`config.mk`:
```
export PLATFORM = sky130hd
export DESIGN_NAME = chdr_rx_top
export DESIGN_NICKNAME = d
export VERILOG_FILES = /design/src/source/chdr_rx_pkg.sv /design/src/source/stream_ifs.sv /design/src/source/chdr_port_router.sv /design/src/source/sideband_fifo.sv /design/src/source/context_parser.sv /design/src/source/port_output_arbiter.sv /design/src/source/chdr_rx_top.sv
export VERILOG_INCLUDE_DIRS = /design/src /design/src/source
export SDC_FILE = /design/constraint.sdc
export NUM_CORES = 1
export LEC_CHECK = 0
export BUFFER_PORTS_ARGS = -buffer_cell sky130_fd_sc_hd__buf_4
export CORE_MARGIN = 1
export CORE_UTILIZATION = 50
export CTS_BUF_LIST = sky130_fd_sc_hd__clkbuf_16
export CTS_CLUSTER_SIZE = 30
export DETAILED_ROUTE_END_ITERATION = 10
export PLACE_DENSITY = 0.67
export SLEW_MARGIN = 20
export SYNTH_ARGS = -nofsm -noshare
export SYNTH_HDL_FRONTEND = slang
export SYNTH_SLANG_ARGS = --single-unit
export TNS_END_PERCENT = 1
```
`constraint.sdc`:
```
create_clock -name axis_data_clk -period 4.5 [get_ports axis_data_clk]
set_input_delay 0.45 -clock axis_data_clk [delete_from_list [all_inputs] [get_ports axis_data_clk]]
set_output_delay 0.45 -clock axis_data_clk [all_outputs]
set_load 0.01 [all_outputs]
```
`src/source/chdr_rx_consts.svh`:
```
/* Widths and sizes for the CHDR receive path. Only 64-bit CHDR is supported,
   and NUM_PORTS must equal 2**PORT_W for the round-robin pointer to wrap. */

`ifndef CHDR_RX_CONSTS_SVH
`define CHDR_RX_CONSTS_SVH

// CHDR word width in bits
`define CHDR_W 64

// Sample width and samples per payload beat
`define ITEM_W 32
`define NIPC 2

// Output ports and the bits to index them
`define NUM_PORTS 4
`define PORT_W 2

// Sideband records a parser may hold ahead of its payload
`define CTX_FIFO_DEPTH 4

`endif

```
`src/source/chdr_rx_pkg.sv`:
```
/* Types and header field helpers for the CHDR receive path.
   Field positions assume the 64-bit header layout. */

package chdr_rx_pkg;

  `include "chdr_rx_consts.svh"

  typedef logic [`CHDR_W-1:0] chdr_word_t;
  typedef logic [`NIPC-1:0] item_keep_t;
  typedef logic [63:0] timestamp_t;
  typedef logic [`PORT_W-1:0] port_idx_t;
  typedef logic [15:0] chdr_len_t;
  typedef logic [4:0] num_mdata_t;
  typedef logic [2:0] pkt_type_t;

  // Data packet carrying a timestamp word
  localparam pkt_type_t PKT_DATA_TS = 3'd7;

  typedef enum logic [1:0] {
    ROUTE_HEADER,
    ROUTE_TIMESTAMP,
    ROUTE_METADATA,
    ROUTE_PAYLOAD
  } router_state_t;

  typedef enum logic [1:0] {
    CTX_HEADER,
    CTX_TIMESTAMP,
    CTX_METADATA
  } parser_state_t;

  // --------------------------------------------------
  // Header field extraction
  // --------------------------------------------------

  // Low bits of the destination endpoint select the port
  function automatic port_idx_t hdr_port(chdr_word_t hdr);
    return hdr[`PORT_W-1:0];
  endfunction

  function automatic logic hdr_has_time(chdr_word_t hdr);
    return pkt_type_t'(hdr[55:53]) == PKT_DATA_TS;
  endfunction

  function automatic num_mdata_t hdr_num_mdata(chdr_word_t hdr);
    return hdr[52:48];
  endfunction

  // Length in bytes, header included
  function automatic chdr_len_t hdr_length(chdr_word_t hdr);
    return hdr[31:16];
  endfunction

endpackage

```
`src/source/stream_ifs.sv`:
```
/* AXI-Stream style buses between router, parsers and arbiter.
   Sources hold valid and data until the beat transfers. */

`timescale 1ns/1ps

// Payload words with per-sample keep
interface payload_if import chdr_rx_pkg::*; ();
  chdr_word_t tdata;
  item_keep_t tkeep;
  logic tlast;
  logic tvalid;
  logic tready;

  modport source (output tdata, tkeep, tlast, tvalid, input tready);
  modport sink (input tdata, tkeep, tlast, tvalid, output tready);
endinterface

// Header, timestamp and metadata words
interface context_if import chdr_rx_pkg::*; ();
  chdr_word_t tdata;
  logic tlast;
  logic tvalid;
  logic tready;

  modport source (output tdata, tlast, tvalid, input tready);
  modport sink (input tdata, tlast, tvalid, output tready);
endinterface

// Payload with sideband held for the whole packet
interface sideband_if import chdr_rx_pkg::*; ();
  chdr_word_t tdata;
  item_keep_t tkeep;
  logic tlast;
  logic tvalid;
  logic tready;
  timestamp_t timestamp;
  logic has_time;
  logic eov;
  logic eob;

  modport source (output tdata, tkeep, tlast, tvalid, timestamp, has_time, eov, eob,
                  input tready);
  modport sink (input tdata, tkeep, tlast, tvalid, timestamp, has_time, eov, eob,
                output tready);
endinterface

```
`src/source/chdr_port_router.sv`:
```
/* Lengths are trusted and every packet must carry at least one payload word.
   Only data packets with or without timestamp are understood. */

`timescale 1ns/1ps
`include "chdr_rx_consts.svh"

module chdr_port_router import chdr_rx_pkg::*; (
  input  logic       axis_data_clk,
  input  logic       axis_data_rst,
  input  chdr_word_t s_tdata,
  input  logic       s_tlast,
  input  logic       s_tvalid,
  output logic       s_tready,
  context_if.source  ctx [`NUM_PORTS],
  payload_if.source  pay [`NUM_PORTS]
);

  localparam int WORD_BYTES = `CHDR_W / 8;
  localparam int ITEM_BYTES = `ITEM_W / 8;
  localparam int OFS_W = $clog2(WORD_BYTES);

  router_state_t state;
  logic          route_en;
  port_idx_t     port_q;
  num_mdata_t    mdata_q;
  chdr_len_t     len_q;

  port_idx_t  sel;
  logic       to_ctx;
  logic       ctx_last;
  item_keep_t keep_last;
  logic       beat;

  logic [`NUM_PORTS-1:0] ctx_ready;
  logic [`NUM_PORTS-1:0] pay_ready;

  // --------------------------------------------------
  // Steering
  // --------------------------------------------------

  // Header word picks its own port and later words use the latched one
  assign sel    = (state == ROUTE_HEADER) ? hdr_port(s_tdata) : port_q;
  assign to_ctx = (state != ROUTE_PAYLOAD);

  // Last context word depends on timestamp and metadata still to come
  always_comb begin
    case (state)
      ROUTE_HEADER:    ctx_last = !hdr_has_time(s_tdata) && (hdr_num_mdata(s_tdata) == '0);
      ROUTE_TIMESTAMP: ctx_last = (mdata_q == '0);
      ROUTE_METADATA:  ctx_last = (mdata_q == num_mdata_t'(1));
      default:         ctx_last = 1'b0;
    endcase
  end

  // Bytes in the final word; zero means the word is full
  always_comb begin : keep_calc
    logic [OFS_W-1:0] tail;
    tail = len_q[OFS_W-1:0];
    for (int i = 0; i < `NIPC; i++) begin
      keep_last[i] = (tail == '0) || (int'(tail) > i * ITEM_BYTES);
    end
  end

  assign s_tready = route_en && (to_ctx ? ctx_ready[sel] : pay_ready[sel]);
  assign beat     = s_tvalid && s_tready;

  for (genvar p = 0; p < `NUM_PORTS; p++) begin : g_port
    assign ctx[p].tdata  = s_tdata;
    assign ctx[p].tlast  = ctx_last;
    assign ctx[p].tvalid = s_tvalid && route_en && to_ctx && (sel == port_idx_t'(p));
    assign ctx_ready[p]  = ctx[p].tready;

    assign pay[p].tdata  = s_tdata;
    assign pay[p].tkeep  = s_tlast ? keep_last : '1;
    assign pay[p].tlast  = s_tlast;
    assign pay[p].tvalid = s_tvalid && route_en && !to_ctx && (sel == port_idx_t'(p));
    assign pay_ready[p]  = pay[p].tready;
  end

  // --------------------------------------------------
  // Packet FSM
  // --------------------------------------------------

  always_ff @(posedge axis_data_clk) begin
    if (axis_data_rst) begin
      state    <= ROUTE_HEADER;
      route_en <= 1'b0;
    end else begin
      route_en <= 1'b1;
      if (beat) begin
        case (state)
          ROUTE_HEADER: begin
            port_q  <= hdr_port(s_tdata);
            mdata_q <= hdr_num_mdata(s_tdata);
            len_q   <= hdr_length(s_tdata);
            if (hdr_has_time(s_tdata)) begin
              state <= ROUTE_TIMESTAMP;
            end else if (hdr_num_mdata(s_tdata) != '0) begin
              state <= ROUTE_METADATA;
            end else begin
              state <= ROUTE_PAYLOAD;
            end
          end
          ROUTE_TIMESTAMP: begin
            state <= (mdata_q != '0) ? ROUTE_METADATA : ROUTE_PAYLOAD;
          end
          ROUTE_METADATA: begin
            mdata_q <= mdata_q - num_mdata_t'(1);
            if (mdata_q == num_mdata_t'(1)) begin
              state <= ROUTE_PAYLOAD;
            end
          end
          default: begin
            // Payload runs until the input packet ends
            if (s_tlast) begin
              state <= ROUTE_HEADER;
            end
          end
        endcase
      end
    end
  end

  // A packet must not end before its payload starts
  a_last_in_payload: assert property (@(posedge axis_data_clk) disable iff (axis_data_rst)
    (beat && s_tlast) |-> (state == ROUTE_PAYLOAD))
    else $error("input packet ended inside its context words");

endmodule

```
`src/source/sideband_fifo.sv`:
```
/* One record per packet. Push and pop in the same cycle are allowed;
   output is the registered head entry, no fall-through. */

`timescale 1ns/1ps

module sideband_fifo import chdr_rx_pkg::*; #(
  parameter int DEPTH = 4
) (
  input  logic       axis_data_clk,
  input  logic       axis_data_rst,
  input  timestamp_t i_timestamp,
  input  logic       i_has_time,
  input  logic       i_eov,
  input  logic       i_eob,
  input  logic       i_valid,
  output logic       i_ready,
  output timestamp_t o_timestamp,
  output logic       o_has_time,
  output logic       o_eov,
  output logic       o_eob,
  output logic       o_valid,
  input  logic       o_ready
);

  localparam int PTR_W = (DEPTH > 1) ? $clog2(DEPTH) : 1;
  localparam int CNT_W = $clog2(DEPTH + 1);

  typedef struct packed {
    timestamp_t timestamp;
    logic       has_time;
    logic       eov;
    logic       eob;
  } record_t;

  record_t            mem [DEPTH];
  logic [PTR_W-1:0]   wr_ptr;
  logic [PTR_W-1:0]   rd_ptr;
  logic [CNT_W-1:0]   count;
  logic               push;
  logic               pop;

  assign i_ready = (count != CNT_W'(DEPTH));
  assign o_valid = (count != '0);
  assign push    = i_valid && i_ready;
  assign pop     = o_valid && o_ready;

  // Storage, no reset needed on the payload
  always_ff @(posedge axis_data_clk) begin
    if (push) begin
      mem[wr_ptr] <= '{i_timestamp, i_has_time, i_eov, i_eob};
    end
  end

  always_ff @(posedge axis_data_clk) begin
    if (axis_data_rst) begin
      wr_ptr <= '0;
      rd_ptr <= '0;
      count  <= '0;
    end else begin
      if (push) begin
        wr_ptr <= (wr_ptr == PTR_W'(DEPTH - 1)) ? '0 : wr_ptr + PTR_W'(1);
      end
      if (pop) begin
        rd_ptr <= (rd_ptr == PTR_W'(DEPTH - 1)) ? '0 : rd_ptr + PTR_W'(1);
      end
      if (push && !pop) begin
        count <= count + CNT_W'(1);
      end else if (pop && !push) begin
        count <= count - CNT_W'(1);
      end
    end
  end

  assign o_timestamp = mem[rd_ptr].timestamp;
  assign o_has_time  = mem[rd_ptr].has_time;
  assign o_eov       = mem[rd_ptr].eov;
  assign o_eob       = mem[rd_ptr].eob;

  // A record offered while full would be lost
  a_no_push_full: assert property (@(posedge axis_data_clk) disable iff (axis_data_rst)
    i_valid |-> i_ready)
    else $error("sideband record pushed while full");

  // Payload must not end a packet that has no sideband
  a_no_pop_empty: assert property (@(posedge axis_data_clk) disable iff (axis_data_rst)
    o_ready |-> o_valid)
    else $error("sideband record popped while empty");

endmodule

```
`src/source/context_parser.sv`:
```
/* 64-bit CHDR only, timestamp follows the header word. Metadata is dropped.
   Context must be well formed; each packet needs a non-empty payload. */

`timescale 1ns/1ps
`include "chdr_rx_consts.svh"

module context_parser import chdr_rx_pkg::*; (
  input  logic       axis_data_clk,
  input  logic       axis_data_rst,
  context_if.sink    ctx,
  payload_if.sink    pay,
  sideband_if.source out
);

  parser_state_t state;
  logic          push_q;

  // Sideband for the packet being parsed
  timestamp_t ts_q;
  logic       has_time_q;
  logic       eov_q;
  logic       eob_q;

  logic fifo_in_ready;
  logic fifo_out_valid;
  logic fifo_pop;
  logic ctx_beat;

  // --------------------------------------------------
  // Context FSM
  // --------------------------------------------------

  // Hold off while a record waits to be written, keeps the FIFO from overrun
  assign ctx.tready = fifo_in_ready && !push_q;
  assign ctx_beat   = ctx.tvalid && ctx.tready;

  always_ff @(posedge axis_data_clk) begin
    if (axis_data_rst) begin
      state  <= CTX_HEADER;
      push_q <= 1'b0;
    end else begin
      push_q <= 1'b0;
      if (ctx_beat) begin
        case (state)
          CTX_HEADER: begin
            // Flags come straight out of the header
            eob_q      <= ctx.tdata[57];
            eov_q      <= ctx.tdata[56];
            has_time_q <= hdr_has_time(ctx.tdata);
            if (hdr_has_time(ctx.tdata) && !ctx.tlast) begin
              state <= CTX_TIMESTAMP;
            end else begin
              // Nothing more needed for the record
              push_q <= 1'b1;
              if (!ctx.tlast) begin
                state <= CTX_METADATA;
              end
            end
          end
          CTX_TIMESTAMP: begin
            ts_q   <= ctx.tdata;
            push_q <= 1'b1;
            state  <= ctx.tlast ? CTX_HEADER : CTX_METADATA;
          end
          default: begin
            // Metadata words are consumed and thrown away
            if (ctx.tlast) begin
              state <= CTX_HEADER;
            end
          end
        endcase
      end
    end
  end

  // --------------------------------------------------
  // Sideband buffer
  // --------------------------------------------------

  sideband_fifo #(
    .DEPTH (`CTX_FIFO_DEPTH)
  ) u_sideband_fifo (
    .axis_data_clk (axis_data_clk),
    .axis_data_rst (axis_data_rst),
    .i_timestamp   (ts_q),
    .i_has_time    (has_time_q),
    .i_eov         (eov_q),
    .i_eob         (eob_q),
    .i_valid       (push_q),
    .i_ready       (fifo_in_ready),
    .o_timestamp   (out.timestamp),
    .o_has_time    (out.has_time),
    .o_eov         (out.eov),
    .o_eob         (out.eob),
    .o_valid       (fifo_out_valid),
    .o_ready       (fifo_pop)
  );

  // --------------------------------------------------
  // Payload release
  // --------------------------------------------------

  // Payload only moves once its sideband is at the FIFO head
  assign pay.tready = out.tready && fifo_out_valid;
  assign out.tvalid = pay.tvalid && fifo_out_valid;

  // Record retires with the last payload beat
  assign fifo_pop = pay.tvalid && pay.tready && pay.tlast;

  assign out.tdata = pay.tdata;
  assign out.tkeep = pay.tkeep;
  assign out.tlast = pay.tlast;

endmodule

```
`src/source/port_output_arbiter.sv`:
```
/* Packet-level round robin; a granted port keeps the output until its tlast
   transfers. Assumes NUM_PORTS equals 2**PORT_W so the pointer wraps. */

`timescale 1ns/1ps
`include "chdr_rx_consts.svh"

module port_output_arbiter import chdr_rx_pkg::*; (
  input  logic       axis_data_clk,
  input  logic       axis_data_rst,
  sideband_if.sink   in [`NUM_PORTS],
  output chdr_word_t m_tdata,
  output item_keep_t m_tkeep,
  output logic       m_tlast,
  output logic       m_tvalid,
  input  logic       m_tready,
  output port_idx_t  m_port,
  output timestamp_t m_timestamp,
  output logic       m_has_time,
  output logic       m_eov,
  output logic       m_eob
);

  // Per-port copies so the mux can use a variable index
  chdr_word_t v_tdata [`NUM_PORTS];
  item_keep_t v_tkeep [`NUM_PORTS];
  timestamp_t v_ts    [`NUM_PORTS];
  logic [`NUM_PORTS-1:0] v_tlast;
  logic [`NUM_PORTS-1:0] v_tvalid;
  logic [`NUM_PORTS-1:0] v_has_time;
  logic [`NUM_PORTS-1:0] v_eov;
  logic [`NUM_PORTS-1:0] v_eob;

  port_idx_t rr_ptr;
  port_idx_t grant_q;
  logic      locked;
  port_idx_t search;
  port_idx_t grant;

  for (genvar p = 0; p < `NUM_PORTS; p++) begin : g_port
    assign v_tdata[p]    = in[p].tdata;
    assign v_tkeep[p]    = in[p].tkeep;
    assign v_tlast[p]    = in[p].tlast;
    assign v_tvalid[p]   = in[p].tvalid;
    assign v_ts[p]       = in[p].timestamp;
    assign v_has_time[p] = in[p].has_time;
    assign v_eov[p]      = in[p].eov;
    assign v_eob[p]      = in[p].eob;
    // Only the granted port sees ready
    assign in[p].tready  = m_tready && (grant == port_idx_t'(p));
  end

  // First valid port at or after the pointer, nearest wins
  always_comb begin : rr_search
    port_idx_t idx;
    search = rr_ptr;
    for (int i = `NUM_PORTS - 1; i >= 0; i--) begin
      idx = rr_ptr + port_idx_t'(i);
      if (v_tvalid[idx]) begin
        search = idx;
      end
    end
  end

  assign grant = locked ? grant_q : search;

  assign m_tdata     = v_tdata[grant];
  assign m_tkeep     = v_tkeep[grant];
  assign m_tlast     = v_tlast[grant];
  assign m_tvalid    = v_tvalid[grant];
  assign m_port      = grant;
  assign m_timestamp = v_ts[grant];
  assign m_has_time  = v_has_time[grant];
  assign m_eov       = v_eov[grant];
  assign m_eob       = v_eob[grant];

  // Lock as soon as a beat is offered so valid stays put
  always_ff @(posedge axis_data_clk) begin
    if (axis_data_rst) begin
      rr_ptr <= '0;
      locked <= 1'b0;
    end else if (m_tvalid && m_tready && m_tlast) begin
      locked <= 1'b0;
      rr_ptr <= grant + port_idx_t'(1);
    end else if (m_tvalid) begin
      locked  <= 1'b1;
      grant_q <= grant;
    end
  end

  // Port cannot switch while a packet is in flight
  a_grant_held: assert property (@(posedge axis_data_clk) disable iff (axis_data_rst)
    (m_tvalid && !(m_tready && m_tlast)) |=> (m_tvalid && m_port == $past(m_port)))
    else $error("arbiter grant changed mid-packet");

endmodule

```
`src/source/chdr_rx_top.sv`:
```
/* Four-port CHDR receive path, 64-bit words only. Every packet needs a
   non-empty payload; lengths and packet types are not checked. */

`timescale 1ns/1ps
`include "chdr_rx_consts.svh"

module chdr_rx_top import chdr_rx_pkg::*; (
  input  logic       axis_data_clk,
  input  logic       axis_data_rst,
  input  chdr_word_t s_chdr_tdata,
  input  logic       s_chdr_tlast,
  input  logic       s_chdr_tvalid,
  output logic       s_chdr_tready,
  output chdr_word_t m_tdata,
  output item_keep_t m_tkeep,
  output logic       m_tlast,
  output logic       m_tvalid,
  input  logic       m_tready,
  output port_idx_t  m_port,
  output timestamp_t m_timestamp,
  output logic       m_has_time,
  output logic       m_eov,
  output logic       m_eob
);

  // Per-port buses
  context_if  ctx_bus [`NUM_PORTS] ();
  payload_if  pay_bus [`NUM_PORTS] ();
  sideband_if sb_bus  [`NUM_PORTS] ();

  chdr_port_router u_router (
    .axis_data_clk (axis_data_clk),
    .axis_data_rst (axis_data_rst),
    .s_tdata       (s_chdr_tdata),
    .s_tlast       (s_chdr_tlast),
    .s_tvalid      (s_chdr_tvalid),
    .s_tready      (s_chdr_tready),
    .ctx           (ctx_bus),
    .pay           (pay_bus)
  );

  for (genvar p = 0; p < `NUM_PORTS; p++) begin : g_parser
    context_parser u_parser (
      .axis_data_clk (axis_data_clk),
      .axis_data_rst (axis_data_rst),
      .ctx           (ctx_bus[p]),
      .pay           (pay_bus[p]),
      .out           (sb_bus[p])
    );
  end

  port_output_arbiter u_arbiter (
    .axis_data_clk (axis_data_clk),
    .axis_data_rst (axis_data_rst),
    .in            (sb_bus),
    .m_tdata       (m_tdata),
    .m_tkeep       (m_tkeep),
    .m_tlast       (m_tlast),
    .m_tvalid      (m_tvalid),
    .m_tready      (m_tready),
    .m_port        (m_port),
    .m_timestamp   (m_timestamp),
    .m_has_time    (m_has_time),
    .m_eov         (m_eov),
    .m_eob         (m_eob)
  );

endmodule

```
# After elaboration in Yosys (flattened, before gate mapping)

Memory sizes are Yosys's and may differ from the RTL's. A register that Yosys moved wholly into a read port is not among the register bits.
Index checks and enable logic that the tools add are counted.

Word-level logic and storage cells: 336
Input bits: 69
Memories kept: 4
RAM bits: 1072
Bits in registers: 326
Output and inout port bits: 138

Memory list:

| memory                                   | depth | bits a word | read ports | clocked after Yosys merged registers in | write ports | line                | text |
|---|---|---|---|---|---|---|---|
| g_parser[0].u_parser.u_sideband_fifo.mem | 4     | 67          | 1          | 1                                       | 1           | sideband_fifo.sv:35 | `record_t mem [DEPTH];` |
| g_parser[1].u_parser.u_sideband_fifo.mem | 4     | 67          | 1          | 1                                       | 1           | sideband_fifo.sv:35 |  |
| g_parser[2].u_parser.u_sideband_fifo.mem | 4     | 67          | 1          | 1                                       | 1           | sideband_fifo.sv:35 |  |
| g_parser[3].u_parser.u_sideband_fifo.mem | 4     | 67          | 1          | 1                                       | 1           | sideband_fifo.sv:35 |  |

Bitwise operators: 7
Reduce and logical (&&, ||, !) cells: 126
Multiplexer cells: 93
$lt $le $gt $ge: 9
Add/subtract/negate cells: 21
Equality and inequality tests: 32

Operators by type and width:

| cell                | number |
|---|---|
| $bmux 64 s2         | 2 |
| $mux 64             | 4 |
| $mux 2              | 32 |
| $logic_and 1x1->1   | 61 |
| $reduce_and 3->1    | 16 |
| $eq 2x2->1 const B  | 13 |
| $mux 1              | 24 |
| $mux 3              | 8 |
| $ne 3x3->1 const B  | 8 |
| $reduce_bool 3->1   | 8 |
| $bmux 1 s2          | 11 |
| $add 2x1->2 const B | 10 |
| $lt 2x3->1 const B  | 6 |
| $pmux 2 s2          | 4 |
| $logic_not 1->1     | 15 |
| $eq 2x1->1 const B  | 7 |
| $logic_not 2->1     | 7 |
| $add 3x1->3 const B | 4 |
| $sub 3x1->3 const B | 4 |
| $logic_not 5->1     | 2 |
| $pmux 5 s2          | 1 |
| $reduce_bool 2->1   | 5 |
| $reduce_bool 5->1   | 2 |
| $reduce_or 2->1     | 5 |
| other kinds (19)    | 29 |

# Logic depth before layout (Yosys ltp)

Depth after elaboration: 21
Depth in mapped cells: 17

# By module

A second synthesis with hierarchy kept.

Cell total of the unflattened synthesis: 3777
Area, all modules: 60767.0 um2

Modules (own cells, without submodules):

| module              | area an instance (um2) | times used | cells an instance |
|---|---|---|---|
| sideband_fifo       | 10151.0                | 4          | 398 |
| context_parser      | 2692.6                 | 4          | 157 |
| chdr_port_router    | 4867.2                 | 1          | 620 |
| port_output_arbiter | 4525.6                 | 1          | 937 |

# Worst setup path after synthesis

No wires, ideal clock.

Path kind: reg2reg
Start point: register u_router.state[0]
End point: register g_parser[1].u_parser.ts_q[0] (enable)
Library setup time: 0.429 ns
Slack: 0.910 ns
Path buffers: 0
Stages on the path, launching flop included: 9
Data arrival time: 3.161 ns
Path through: dfxtp_1 -> inv_1 -> ha_1 -> or3b_2 -> nand2_1 -> and3_1 -> nand2b_1 -> nor2_1 -> and2_1

Cells in the longest elaborated chain, start to end: 6
Elaborated cells between the ends (all ways): 8

Ends and longest elaborated chain:

| element                        | line                    | text |
|---|---|---|
| from (decl)                    | chdr_port_router.sv:22  | `router_state_t state;` |
| from (signal assigned)         | chdr_port_router.sv:105 | `state <= (mdata_q != '0) ? ROUTE_METADATA : ROUTE_PAYLOAD;` |
| $logic_not 2->1                | chdr_port_router.sv:42  | `assign sel = (state == ROUTE_HEADER) ? hdr_port(s_tdata) : port_q;` |
| $mux 2                         | chdr_port_router.sv:42  |  |
| $eq 2x1->1                     | chdr_port_router.sv:70  | `assign ctx[p].tvalid = s_tvalid && route_en && to_ctx && (sel == port_idx_t'(p));` |
| $logic_and 1x1->1 (*)          | chdr_port_router.sv:70  |  |
| $logic_and 1x1->1 (*)          | context_parser.sv:35    | `assign ctx_beat = ctx.tvalid && ctx.tready;` |
| $reduce_and 3->1 (no line) (*) | n/a                     |  |
| to (signal assigned)           | context_parser.sv:61    | `ts_q <= ctx.tdata;` |
| to (decl)                      | context_parser.sv:19    | `timestamp_t ts_q;` |

Every way passes the cells marked *; elsewhere a longest branch is shown, timed or not.
A chain may end at the register's enable or synchronous reset.

# Worst setup path after layout

Start point: register u_router.state[0]
End point: output port m_timestamp[6]

Cells in the longest elaborated chain, start to end: 16
Elaborated cells between the ends (all ways): 34

Ends and longest elaborated chain:

| element                                              | line                                           | text |
|---|---|---|
| $logic_not 2->1 / $ne 2x2->1 (equally long branches) | chdr_port_router.sv:42, chdr_port_router.sv:43 |  |
| $mux 2 / $logic_not 1->1 (equally long branches)     | chdr_port_router.sv:42, chdr_port_router.sv:76 |  |
| $eq 2x1->1, or another cell as far along             | chdr_port_router.sv:76                         | `assign pay[p].tvalid = s_tvalid && route_en && !to_ctx && (sel == port_idx_t'(p));` |
| $logic_and 1x1->1                                    | chdr_port_router.sv:76                         |  |
| $logic_and 1x1->1                                    | context_parser.sv:105                          | `assign out.tvalid = pay.tvalid && fifo_out_valid;` |
| $bmux 1 s2                                           | port_output_arbiter.sv:58                      | `if (v_tvalid[idx]) begin` |
| $mux 1 (not written as such)                         | port_output_arbiter.sv:58                      |  |
| $mux 2 (3 in a row)                                  | port_output_arbiter.sv:58                      |  |
| $mux 2 (*)                                           | port_output_arbiter.sv:58                      |  |
| $mux 2 (*)                                           | port_output_arbiter.sv:64                      | `assign grant = locked ? grant_q : search;` |
| $not 2->3 (not written as such) (*)                  | port_output_arbiter.sv:71                      | `assign m_timestamp = v_ts[grant];` |
| $bmux 64 s2 (*)                                      | port_output_arbiter.sv:71                      |  |
| $mux 64 (not written as such) (*) (2 in a row)       | port_output_arbiter.sv:71                      |  |
| to (decl)                                            | chdr_rx_top.sv:20                              | `output timestamp_t m_timestamp,` |

Every way passes the cells marked *; elsewhere a longest branch is shown, timed or not. The select of a mux whose other input is x is not followed.

==> results.toml <==
[synth]
synth.yosys.seq_area_share_pct = 78.8
netlist_area_um2 = 52900
syn_area_per_cell_um2 = 20.3
syn-num-nets = 2712
async_reset_ff_share_pct = 0
synth_cell_types = 63
synth_flop_cell = "edfxtp_1"
synth_enable_flop_cells = 1352
ys_ff_latch = 1406
synth_cells = 2608
synth_warnings = 0

[status]
status = "finished, final reports clean"

[sta]
slew-limit-headroom_pct = 26.4
finalSetupViolations = 0
rsz0062_at_grt = "true"
worst_pin_slew_ns = 1.10
fmax_ghz = 0.227
finalHoldViolCount = 0
fin_crit_sh_pct = 97.7
skew_ns = 0.0277
min_period_ns = 4.40
finalWorstSetupSlack_ns = 0.103
holdWs_ns = 0.0495
timing.final.max_slew_violations = 0
setup_tns_ns = 0

[drt]
finalWirelength_um = 120000
postRouteAntennaNets = 0
drc = 0
viasPerCell = 5.90
firstDrtPassIters = 8
vias = 25900
wl_per_cell_um = 27.4
drt_iter0_drc = 2452

[floorplan]
die_w_um = 327
die_area_um2 = 107000
coreArea_um2 = 104000
fp-row-count = 118
start_util_pct = 50.7
die_height_um = 327
io_pins = 207

[placed_design]
place_area_um2 = 56000
port_buffers = 205
dp_slack_ns = 0.312
place_inst = 4071
gp_congestion = 0.823
dpl.hpwl_um = 66700

[power]
power.leakage_nw = 20.0
combPwrFrac_pct = 1.9
intPower_mw = 20.7
clkPwrFrac_pct = 42.8
pwr_density_cell_nw_per_um2 = 421
design_power_total_mw = 25.8
irDropWorstVdd_mv = 0.255
seq_power_share_pct = 55.3
swShare_pct = 19.7
p_switching_mw = 5.08

[hold_path]
hp-class = "input pin to flip-flop"

[cells_and_area]
syn_to_final_growth_pct = 15.6
insertedDiodeCount = 0
final_cell_mix = "edfxtp_1, nand2_1, mux4_2, buf_4, clkbuf_16"
fillers = 7505
nets = 2999
stdcell_area_um2 = 61100
layout-drive-gt1-share_pct = 26.0
layoutNonFillerInstCount = 4388
utilization_pct = 58.6
layout_commonest_cell = "edfxtp_1"

[critical_path]
crit_arrival_ns = 3.95
critPathRequiredTime_ns = 4.05
path_cells = "inv_1, ha_4, nand3b_1, a2111oi_1, a211o_2, o21ai_4, buf_12, inv_8, buf_16, nand2_1, and3_1, a31oi_2, buf_4"
cp_slowest_cell = "a2111oi_1"
path_class = "flip-flop to primary output"
endpoint_kind = "primary output"
worst_setup_path_start_kind = "flip-flop"
cp_max_fo = 42
slowest_delay_ns = 0.45

[global_route]
grt_start_max_net_pins = 80
grt_pass1_vias = 27300
grt_remaining_overflow = 0
antenna_found_initial = 1
grt_first_pass_wirelength_um = 176000
grt_usage_pct = 22.7

[clocking]
path_clk_slew_ns = 0.06
cts.htree.levels = 4
cts_max_path_buffers = 3
clk_latency_ns = 0.75
cts-root-buf = "clkbuf_16"
cts_made_buffers = 138
cts_tree = "built"
cts.sink_count = 1406

[job]
drv_cap = 0
[logic make-up (layout without fill, tap and decap cells)]
logic type	Yosys count	after routing	synth area share (%)
flip-flops	1406	1406	78.8
AND/OR/NAND/NOR	510	510	4.42
multiplexers	292	292	11.9
buffers and inverters	211	611	2.03
AO/OA/AOI/OAI	140	140	1.74
adder cells (fa/ha/maj)	35	35	0.885
XOR/XNOR	13	13	0.215
other	1	1	0.00709
[power groups by stage]
stage | clock, mW | sequential (mW) | combinational (mW)
global placement | 0 | 14.5 | 0.415
finish | 11.0 | 14.2 | 0.477
global route | 11.7 | 14.2 | 0.510
floorplan | 0 | 14.5 | 0.231
CTS | 11.2 | 14.2 | 0.473
detailed placement | 0 | 14.5 | 0.427
[synth_stat cells (all sizes together) (3+ instances only)]
library cell	number	area [um2]
nand3	5	25.0
nor2	66	248
dfxtp	54	1080
and3	71	444
and3b	3	26.3
a21oi	24	120
nor3	18	100
edfxtp	1352	40600
a21boi	4	30.0
o21a	5	37.5
and2	21	131
mux2i	21	210
fa	4	80.1
xor2	9	78.8
ha	31	388
o22ai	5	31.3
mux4	269	6060
or3	10	67.6
xnor2	4	35.0
nand4	4	25.0
nor2b	4	25.0
inv	31	121
a31oi	68	425
o21ai	9	60.1
nand2b	5	31.3
o211ai	5	37.5
nand2	292	1100
a211oi	3	22.5
buf	96	636
clkbuf	84	315
[worst max-delay path, delay by kind of cell, from the launching register on]
family	cells	cell delay (ns)
adder cells (fa/ha/maj)	1	0.24
AO/OA/AOI/OAI	4	1.02
buffers and inverters	5	0.94
flip-flops	1	0.42
AND/OR/NAND/NOR	3	0.52
[routing by layer]
layer / vias to the layer above / wire, um / track usage, % / part of all wire, %
met4: 0 / 2850 / 6.47 / 2.4
met2: 982 / 62300 / 39.5 / 52
met5: - / 0 / 0 / 0
met1: 13700 / 48000 / 29.6 / 40
li1: 11000 / - / - / -
met3: 201 / 7160 / 3.74 / 6.0
[worst paths after layout]
check,start,cells after the start,slack [ns],to
max,u_router.state[0],13,0.10,m_timestamp[6]
min,s_chdr_tdata[56],1,0.05,g_parser[1].u_parser.ts_q[56]
max reg2reg,u_router.state[0],15,0.64,g_parser[2].u_parser.u_sideband_fifo.count[2]
min reg2reg,g_parser[2].u_parser.ts_q[23],0,0.48,g_parser[2].u_parser.u_sideband_fifo.mem[2][26]
[what timing repair did]
item                                    in CTS  in global routing
cloned                                       0                  1
gates resized for setup                     14                 16
endpoints found under the setup margin      67                 56
hold buffers                                61                  0
setup buffers                                0                  2
hold endpoints to repair                   251                  0
pin swaps                                    0                  1
[area by class of cell]
| class | instances | area [um2] | share of cell area, % |
|---|---|---|---|
| well taps | 1380 | 1730 | 2.82 |
| clock inverters | 112 | 842 | 1.38 |
| clock buffers | 141 | 3530 | 5.77 |
| repair buffers | 327 | 2880 | 4.72 |
| multi-input cells | 991 | 10300 | 16.9 |
| flip-flops and latches | 1406 | 41700 | 68.2 |
| inverters | 31 | 126 | 0.207 |
[sequential cells by signal, summed over array words and instances, names as in the netlist, 3 cells and up, named ones only]
signal and count:
g_parser.u_parser.u_sideband_fifo.mem 1072, g_parser.u_parser.ts_q 256, g_parser.u_parser.u_sideband_fifo.count 12, g_parser.u_parser.state 8
g_parser.u_parser.u_sideband_fifo.rd_ptr 8, g_parser.u_parser.u_sideband_fifo.wr_ptr 8, u_router.mdata_q 5, g_parser.u_parser.eob_q 4
g_parser.u_parser.eov_q 4, g_parser.u_parser.has_time_q 4, g_parser.u_parser.push_q 4, u_router.len_q 3
Note: power is estimated with default switching activity, not from simulation.
